==> src/verilog/csc_consts.svh <==
`ifndef CSC_CONSTS_SVH
`define CSC_CONSTS_SVH

// Datapath widths.
`define CSC_COMP_W 8
`define CSC_MAG_W  16
`define CSC_FRAC_W 12
`define CSC_TERM_W (`CSC_COMP_W + `CSC_MAG_W + 1) // Sign plus full product magnitude.

// Pipeline latencies in clock cycles.
`define CSC_MUL_LAT 2
`define CSC_ADD_LAT 4
`define CSC_LAT     (`CSC_MUL_LAT + `CSC_ADD_LAT)

`define CSC_FIFO_DEPTH 16

// APB byte addresses. Register n of the coefficient block sits at base + 4 * n,
// where n is channel * 4 + term and term 3 is the offset.
`define CSC_ADDR_COEF_BASE 8'h00
`define CSC_ADDR_LEVEL     8'h30

`endif

==> src/verilog/csc_pixel_pkg.sv <==
`default_nettype none

`include "csc_consts.svh"

package csc_pixel_pkg;

  // One unsigned colour component.
  typedef logic [`CSC_COMP_W-1:0] comp_t;

  // Three components, component 2 in the high byte.
  typedef logic [2:0][`CSC_COMP_W-1:0] pixel_t;

  // Sign-magnitude term. The top bit is the sign and the rest is the magnitude
  // with CSC_FRAC_W fraction bits.
  typedef logic [`CSC_TERM_W-1:0] term_t;

endpackage

`default_nettype wire

==> src/verilog/csc_coef_pkg.sv <==
`default_nettype none

`include "csc_consts.svh"

package csc_coef_pkg;

  // Sign-magnitude coefficient. Bit CSC_MAG_W is the sign and the magnitude
  // below it has CSC_FRAC_W fraction bits, so 1.0 is 16'h1000.
  typedef logic [`CSC_MAG_W:0] coef_t;

  // Register index, channel in the upper two bits and term in the lower two.
  typedef logic [3:0] coef_idx_t;

endpackage

`default_nettype wire

==> src/verilog/csc_coef_regs.sv <==
`default_nettype none

`include "csc_consts.svh"

module csc_coef_regs
  import csc_pixel_pkg::*;
  import csc_coef_pkg::*;
(
  input  wire         clk,
  input  wire         rst_n,
  input  wire         psel,
  input  wire         penable,
  input  wire         pwrite,
  input  wire  [7:0]  paddr,
  input  wire  [31:0] pwdata,
  output logic [31:0] prdata,
  output logic        pready,
  output logic        pslverr,
  input  wire  [4:0]  level,
  output coef_t       coef_c0_0,
  output coef_t       coef_c0_1,
  output coef_t       coef_c0_2,
  output coef_t       coef_c1_0,
  output coef_t       coef_c1_1,
  output coef_t       coef_c1_2,
  output coef_t       coef_c2_0,
  output coef_t       coef_c2_1,
  output coef_t       coef_c2_2,
  output term_t       offset_c0,
  output term_t       offset_c1,
  output term_t       offset_c2
);

  coef_t      coef_q [3][3];
  term_t      offset_q [3];
  logic [7:0] rel_addr;
  coef_idx_t  idx;
  logic       coef_hit;
  logic       level_hit;
  logic       access;

  assign rel_addr  = paddr - `CSC_ADDR_COEF_BASE;
  assign idx       = rel_addr[5:2];
  assign coef_hit  = (rel_addr[7:6] == 2'b00) && (rel_addr[1:0] == 2'b00) && (idx[3:2] != 2'd3);
  assign level_hit = (paddr == `CSC_ADDR_LEVEL);
  assign access    = psel && penable;

  assign pready  = 1'b1; // No wait states.
  assign pslverr = access && (!(coef_hit || level_hit) || (pwrite && level_hit));

  always_ff @(posedge clk) begin
    if (!rst_n) begin
      for (int c = 0; c < 3; c++) begin
        offset_q[c] <= '0;
        for (int t = 0; t < 3; t++) begin
          coef_q[c][t] <= '0;
        end
      end
    end else if (access && pwrite && coef_hit) begin
      if (idx[1:0] == 2'd3) begin
        offset_q[idx[3:2]] <= pwdata[`CSC_TERM_W-1:0];
      end else begin
        coef_q[idx[3:2]][idx[1:0]] <= pwdata[`CSC_MAG_W:0];
      end
    end
  end

  always_comb begin
    prdata = '0;
    if (coef_hit) begin
      if (idx[1:0] == 2'd3) prdata = 32'(offset_q[idx[3:2]]);
      else prdata = 32'(coef_q[idx[3:2]][idx[1:0]]);
    end else if (level_hit) begin
      prdata = 32'(level);
    end
  end

  assign coef_c0_0 = coef_q[0][0];
  assign coef_c0_1 = coef_q[0][1];
  assign coef_c0_2 = coef_q[0][2];
  assign coef_c1_0 = coef_q[1][0];
  assign coef_c1_1 = coef_q[1][1];
  assign coef_c1_2 = coef_q[1][2];
  assign coef_c2_0 = coef_q[2][0];
  assign coef_c2_1 = coef_q[2][1];
  assign coef_c2_2 = coef_q[2][2];
  assign offset_c0 = offset_q[0];
  assign offset_c1 = offset_q[1];
  assign offset_c2 = offset_q[2];

endmodule

`default_nettype wire

==> src/verilog/csc_mul.sv <==
`default_nettype none

`include "csc_consts.svh"

module csc_mul
  import csc_pixel_pkg::*;
  import csc_coef_pkg::*;
(
  input  wire   clk,
  input  wire   comp_t comp,
  input  wire   coef_t coef,
  output term_t term
);

  logic [`CSC_TERM_W-2:0] prod_q;
  logic                   sign_q;

  // The component is unsigned, so the product sign is the coefficient sign.
  always_ff @(posedge clk) begin
    prod_q <= comp * coef[`CSC_MAG_W-1:0];
    sign_q <= coef[`CSC_MAG_W];
  end

  // A zero product is always positive so the adder never sees a negative zero.
  always_ff @(posedge clk) begin
    term <= {sign_q && (prod_q != '0), prod_q};
  end

endmodule

`default_nettype wire

==> src/verilog/csc_add.sv <==
`default_nettype none

`include "csc_consts.svh"

module csc_add
  import csc_pixel_pkg::*;
#(
  parameter int DELAY_W = 1
) (
  input  wire                clk,
  input  wire                rst_n,
  input  wire  term_t        term_0,
  input  wire  term_t        term_1,
  input  wire  term_t        term_2,
  input  wire  term_t        term_3,
  input  wire  [DELAY_W-1:0] ddata_in,
  output logic [DELAY_W-1:0] ddata_out,
  output comp_t              result
);

  // Two guard bits so the sum of four full-scale terms cannot wrap.
  localparam int SUM_W = `CSC_TERM_W + 2;
  localparam int HI    = `CSC_FRAC_W + `CSC_COMP_W;

  logic signed [SUM_W-1:0] s1_term [4];
  logic signed [SUM_W-1:0] s2_sum_a;
  logic signed [SUM_W-1:0] s2_sum_b;
  logic signed [SUM_W-1:0] s3_total;
  logic [DELAY_W-1:0]      s1_ddata;
  logic [DELAY_W-1:0]      s2_ddata;
  logic [DELAY_W-1:0]      s3_ddata;

  function automatic logic signed [SUM_W-1:0] to_twos(input term_t t);
    logic signed [SUM_W-1:0] mag;
    mag = {3'b000, t[`CSC_TERM_W-2:0]};
    return t[`CSC_TERM_W-1] ? -mag : mag;
  endfunction

  always_ff @(posedge clk) begin
    s1_term[0] <= to_twos(term_0);
    s1_term[1] <= to_twos(term_1);
    s1_term[2] <= to_twos(term_2);
    s1_term[3] <= to_twos(term_3);
    s2_sum_a   <= s1_term[0] + s1_term[1];
    s2_sum_b   <= s1_term[2] + s1_term[3];
    s3_total   <= s2_sum_a + s2_sum_b;
    if (s3_total[SUM_W-1]) result <= '0;
    else if (s3_total[SUM_W-2:HI] != '0) result <= '1; // Saturate above 255.
    else result <= s3_total[HI-1:`CSC_FRAC_W];
  end

  always_ff @(posedge clk) begin
    if (!rst_n) begin
      s1_ddata  <= '0;
      s2_ddata  <= '0;
      s3_ddata  <= '0;
      ddata_out <= '0;
    end else begin
      s1_ddata  <= ddata_in;
      s2_ddata  <= s1_ddata;
      s3_ddata  <= s2_ddata;
      ddata_out <= s3_ddata;
    end
  end

endmodule

`default_nettype wire

==> src/verilog/csc_channel.sv <==
`default_nettype none

`include "csc_consts.svh"

module csc_channel
  import csc_pixel_pkg::*;
  import csc_coef_pkg::*;
(
  input  wire         clk,
  input  wire         rst_n,
  input  wire pixel_t pixel,
  input  wire coef_t  coef_0,
  input  wire coef_t  coef_1,
  input  wire coef_t  coef_2,
  input  wire term_t  offset,
  input  wire [1:0]   tag_in, // Valid and ready; the tag is their AND.
  output logic        tag_out,
  output comp_t       result
);

  logic [`CSC_MUL_LAT-1:0] tag_dly;
  term_t                   offset_dly [`CSC_MUL_LAT];
  term_t                   term_0;
  term_t                   term_1;
  term_t                   term_2;

  // Offset and tag wait out the multiplier stages to meet the products.
  always_ff @(posedge clk) begin
    if (!rst_n) tag_dly <= '0;
    else tag_dly <= {tag_dly[`CSC_MUL_LAT-2:0], tag_in[1] & tag_in[0]};
  end

  always_ff @(posedge clk) begin
    offset_dly[0] <= offset;
    for (int i = 1; i < `CSC_MUL_LAT; i++) begin
      offset_dly[i] <= offset_dly[i-1];
    end
  end

  csc_mul u_mul_0 (.clk(clk), .comp(pixel[0]), .coef(coef_0), .term(term_0));
  csc_mul u_mul_1 (.clk(clk), .comp(pixel[1]), .coef(coef_1), .term(term_1));
  csc_mul u_mul_2 (.clk(clk), .comp(pixel[2]), .coef(coef_2), .term(term_2));

  csc_add #(.DELAY_W(1)) u_add (
    .clk(clk), .rst_n(rst_n),
    .term_0(term_0), .term_1(term_1), .term_2(term_2),
    .term_3(offset_dly[`CSC_MUL_LAT-1]),
    .ddata_in(tag_dly[`CSC_MUL_LAT-1]), .ddata_out(tag_out),
    .result(result)
  );

endmodule

`default_nettype wire

==> src/verilog/csc_pixel_fifo.sv <==
`default_nettype none

`include "csc_consts.svh"

module csc_pixel_fifo
  import csc_pixel_pkg::*;
(
  input  wire         clk,
  input  wire         rst_n,
  input  wire         wr_en,
  input  wire pixel_t wr_pixel,
  output logic        in_ready,
  output logic        out_valid,
  output pixel_t      out_pixel,
  input  wire         out_ready,
  output logic [4:0]  level
);

  localparam int PTR_W = $clog2(`CSC_FIFO_DEPTH);

  pixel_t           mem [`CSC_FIFO_DEPTH];
  logic [PTR_W-1:0] wr_ptr;
  logic [PTR_W-1:0] rd_ptr;
  logic [4:0]       count;
  logic             push;
  logic             pop;

  assign push = wr_en && (count != `CSC_FIFO_DEPTH);
  assign pop  = out_valid && out_ready;

  always_ff @(posedge clk) begin
    if (push) mem[wr_ptr] <= wr_pixel;
  end

  always_ff @(posedge clk) begin
    if (!rst_n) begin
      wr_ptr <= '0;
      rd_ptr <= '0;
      count  <= '0;
    end else begin
      if (push) wr_ptr <= wr_ptr + 1'b1;
      if (pop) rd_ptr <= rd_ptr + 1'b1;
      if (push && !pop) count <= count + 1'b1;
      else if (pop && !push) count <= count - 1'b1;
    end
  end

  // Leave room for every pixel that can still be in the pipeline.
  assign in_ready  = (count <= `CSC_FIFO_DEPTH - `CSC_LAT - 1);
  assign out_valid = (count != '0);
  assign out_pixel = mem[rd_ptr]; // Head word falls through.
  assign level     = count;

endmodule

`default_nettype wire

==> src/verilog/csc_top.sv <==
`default_nettype none

module csc_top
  import csc_pixel_pkg::*;
  import csc_coef_pkg::*;
(
  input  wire         clk,
  input  wire         rst_n,
  input  wire         psel,
  input  wire         penable,
  input  wire         pwrite,
  input  wire  [7:0]  paddr,
  input  wire  [31:0] pwdata,
  output logic [31:0] prdata,
  output logic        pready,
  output logic        pslverr,
  input  wire         in_valid,
  input  wire pixel_t in_pixel,
  output logic        in_ready,
  output logic        out_valid,
  output pixel_t      out_pixel,
  input  wire         out_ready
);

  coef_t      c0_0, c0_1, c0_2, c1_0, c1_1, c1_2, c2_0, c2_1, c2_2;
  term_t      off_0, off_1, off_2;
  comp_t      res_0, res_1, res_2;
  logic       wr_en;
  logic [4:0] level;

  csc_coef_regs u_regs (
    .clk(clk), .rst_n(rst_n), .psel(psel), .penable(penable), .pwrite(pwrite),
    .paddr(paddr), .pwdata(pwdata), .prdata(prdata), .pready(pready),
    .pslverr(pslverr), .level(level),
    .coef_c0_0(c0_0), .coef_c0_1(c0_1), .coef_c0_2(c0_2),
    .coef_c1_0(c1_0), .coef_c1_1(c1_1), .coef_c1_2(c1_2),
    .coef_c2_0(c2_0), .coef_c2_1(c2_1), .coef_c2_2(c2_2),
    .offset_c0(off_0), .offset_c1(off_1), .offset_c2(off_2)
  );

  // Only channel 0 carries the accept pulse through to the FIFO.
  csc_channel u_ch_0 (.clk(clk), .rst_n(rst_n), .pixel(in_pixel), .coef_0(c0_0),
    .coef_1(c0_1), .coef_2(c0_2), .offset(off_0), .tag_in({in_valid, in_ready}),
    .tag_out(wr_en), .result(res_0));
  csc_channel u_ch_1 (.clk(clk), .rst_n(rst_n), .pixel(in_pixel), .coef_0(c1_0),
    .coef_1(c1_1), .coef_2(c1_2), .offset(off_1), .tag_in({in_valid, in_ready}),
    .tag_out(), .result(res_1));
  csc_channel u_ch_2 (.clk(clk), .rst_n(rst_n), .pixel(in_pixel), .coef_0(c2_0),
    .coef_1(c2_1), .coef_2(c2_2), .offset(off_2), .tag_in({in_valid, in_ready}),
    .tag_out(), .result(res_2));

  csc_pixel_fifo u_fifo (
    .clk(clk), .rst_n(rst_n), .wr_en(wr_en), .wr_pixel({res_2, res_1, res_0}),
    .in_ready(in_ready), .out_valid(out_valid), .out_pixel(out_pixel),
    .out_ready(out_ready), .level(level)
  );

endmodule

`default_nettype wire

==> config.mk <==
export PLATFORM = sky130hd
export DESIGN_NAME = csc_top
export DESIGN_NICKNAME = d
export VERILOG_FILES = /design/src/verilog/csc_pixel_pkg.sv /design/src/verilog/csc_coef_pkg.sv /design/src/verilog/csc_coef_regs.sv /design/src/verilog/csc_mul.sv /design/src/verilog/csc_add.sv /design/src/verilog/csc_channel.sv /design/src/verilog/csc_pixel_fifo.sv /design/src/verilog/csc_top.sv
export VERILOG_INCLUDE_DIRS = /design/src /design/src/verilog
export SDC_FILE = /design/constraint.sdc
export NUM_CORES = 2
export LEC_CHECK = 0
export BUFFER_PORTS_ARGS = -buffer_cell sky130_fd_sc_hd__buf_2
export CAP_MARGIN = 5
export CORE_MARGIN = 4
export CORE_UTILIZATION = 50
export DETAILED_ROUTE_END_ITERATION = 8
export PLACE_DENSITY = 0.66
export SYNTH_ARGS = -nofsm -noshare
export SYNTH_HDL_FRONTEND = slang
export SYNTH_SLANG_ARGS = --single-unit
==> constraint.sdc <==
create_clock -name clk -period 10.3 [get_ports clk]
set_input_delay 1.545 -clock clk [delete_from_list [all_inputs] [get_ports clk]]
set_output_delay 1.545 -clock clk [all_outputs]
set_load 0.01 [all_outputs]
==> results.cfg <==
[sta]
holdWs_ps = 288
slew_headroom_pct = 15.1
finalSetupViolCount = 0
rsz0062_at_grt = false
layout_setup_ws_ps = 3580
worst_slew_pin_slew_ps = 1260
finalWorstPathRequiredPeriod_ps = 6720
clock_skew_ps = 85.3
post-route-period-util_pct = 65.3
slew_viol_final = 0
max_clock_freq_ghz = 0.149
tns_ps = 0
finalHoldViolCount = 0

[floorplanning]
start_util_pct = 50.5
die_area_sq_mm = 0.215
core_sq_mm = 0.205
dieHeight_um = 463
dieWidth_um = 463
fp-row-count = 166
num_io_pins = 131

[worst_hold_path]
hp-class = reg -> reg

[cts]
clk_pin_slew_worst_paths_ps = 70
clock-sinks = 1855
clock_path_buffers = 3
ctsResizeCount = 0
clkLatencyLatePin_ps = 860
cts_tree = done
cts_buffers = 191
h-tree-depth = 4
root_buffer = clkbuf_16
holdBufCountCts = 0
cts_setup_buffers = 0

[global_routing]
grtUsageTotal_pct = 25.0
grt_pass1_vias = 69000
grt_max_degree = 77
antenna_found_initial = 30
grt_remaining_overflow = 0
grt_pass1_wl_um = 411000

[placement]
place_ws_ps = 3210
placed_area_sq_mm = 0.107
dp_hpwl_um = 201000
place.gp.congestion = 0.996
portBuffers = 115

[synthesis]
yosysSeqAreaShare_pct = 42.4
ys_ff_latch = 1855
synthTopCellsByArea = dfxtp_1, edfxtp_1, fa_1, ha_1, and2_1
async_flop_share_pct = 0
synthCells = 9111
yosysMostFrequentCell = dfxtp_1
synth_area_leader_cell = dfxtp_1
syn_area_sq_mm = 0.104
synthTopCellsByCount = dfxtp_1, and2_1, inv_1
synth_edf_count = 677
synth_flop_cell = dfxtp_1
ys_warn_count = 0
synth_cell_types = 81
synth.top_cell.area_share_pct = 22.8
avgSynthCellArea_sq_um = 11.4

[setup_path]
cp-end-kind = primary output
crit_required_ps = 8760
max_stage_delay_ps = 960
worstSetupPathType = in -> out
crit_chain = buf_4, buf_4, buf_4, nor2b_2, buf_4, a21oi_1, o21ai_0, nand2_1, o21ai_0, buf_2
crit_path_top_delay_cell = o21ai_0
path_max_fanout = 43
crit_top_cell = buf_4
cp.arrival_ps = 5180
crit_path_start_kind = input pin

[routing]
drt_wl_total_um = 269000
postRouteAntennaNets = 0
drt_iter0_markers = 5265
vias_per_cell = 5.53
drc_errors = 0
num_vias = 67200
drt-pass1-iter-count = 6
post_drt_wl_per_cell_um = 22.1

[final_layout]
design_area_sq_mm = 0.114
finalNetCount = 10800
post_route_cells_drive_above_1_share_pct = 8.05
area_growth_pct = 10.1

[run]
max_cap_viol_count = 0

[power]
total_power_mw = 32.6
cellLeakagePower_nw = 48.5
power.density_mw_per_mm2 = 285
peakVddDrop_uv = 220

[outcome]
status = finished, final reports clean
-- routing by layer --
| metal | vias up | global-route usage, % | routed length (um) |
|---|---|---|---|
| met2 | 2125 | 39.3 | 121000 |
| met1 | 33500 | 32.8 | 112000 |
| met4 | 12 | 11.7 | 13900 |
| li1 | 31000 | - | - |
| met5 | - | 0 | 74 |
| met3 | 513 | 5.89 | 21400 |
-- sequential cells by signal (all words and copies together) (netlist names), 27 cells and up, named ones only --
signal                 count
u_ch_1.offset_dly         50
u_ch_1.u_add.s2_sum_b     27
u_regs.coef_q            193
u_ch_0.u_add.s2_sum_b     27
u_ch_2.u_add.s2_sum_a     27
u_ch_2.u_add.s2_sum_b     27
u_ch_0.offset_dly         50
u_ch_2.u_add.s1_term     108
u_ch_1.u_add.s2_sum_a     27
u_regs.offset_q          100
u_ch_2.offset_dly         50
u_ch_0.u_add.s1_term     108
u_ch_0.u_add.s2_sum_a     27
u_ch_1.u_add.s1_term     108
u_fifo.mem               384
-- where the power goes --
part	internal, mW	switching (mW)	leakage, nW
registers	9.85	1.84	16.2
clock network	4.12	3.03	3.25
logic	5.95	7.77	29.1
total	19.9	12.6	48.5
-- cell type report --
type                            count  area (sq um)
Antenna cell                       23          57.6
Clock buffer                      256          5400
Clock inverter                    104          1320
Fill cell                       17200         91300
Inverter                         1012          3800
Multi-Input combinational cell   6049         55300
Sequential cell                  1855         43900
Tap cell                         2688          3360
Timing Repair Buffer              168           982
-- critical path, delay by kind of cell --
family	cells	cell delay, ps
simple gates	2	680
buf+inv	5	1710
compound gates	3	1160
-- cells in the final DEF, fill, tap and decap left out, types with 115 or more instances in the layout --
| master | synthesis | routed |
|---|---|---|
| fa_1 | 763 | 763 |
| inv_1 | 1012 | 1012 |
| clkbuf_16 | 0 | 196 |
| o21ai_0 | 231 | 227 |
| nand2_1 | 522 | 522 |
| and2_1 | 1055 | 1055 |
| mux4_2 | 192 | 192 |
| ha_1 | 648 | 648 |
| xnor2_1 | 524 | 524 |
| nor2_1 | 349 | 335 |
| a21o_1 | 133 | 133 |
| edfxtp_1 | 677 | 677 |
| and3_1 | 115 | 115 |
| a21oi_1 | 280 | 278 |
| dfxtp_1 | 1178 | 1174 |
-- final timing paths --
check / startpoint / depth (start not counted) / slack, ps / to
max: paddr[4] / 10 / 3580 / prdata[2]
min: u_ch_1.offset_dly[0][11] / 0 / 290 / u_ch_1.offset_dly[0][36]
max reg2reg: u_regs.coef_q[0][23] / 15 / 4810 / u_ch_0.u_mul_1.prod_q[22]
min reg2reg: u_ch_1.offset_dly[0][11] / 0 / 290 / u_ch_1.offset_dly[0][36]
-- kinds of logic after synthesis --
logic type | Yosys count | synth area share, %
simple gates | 2591 | 13.5
flops | 1855 | 42.4
fa+ha+maj | 1411 | 22.6
buf+inv | 1278 | 4.66
compound gates | 1151 | 7.38
xor+xnor | 609 | 5.15
mux | 214 | 4.39
other cells | 2 | 0.00725
-- through the flow --
step	utilization [%]	std cells
floorplan	-	9182
global placement	52.2	11800
detailed placement	52.2	11800
CTS	55.5	12100
global route	55.5	12100
finish	55.5	12200
No activity file was read; power rests on OpenSTA's default activity.
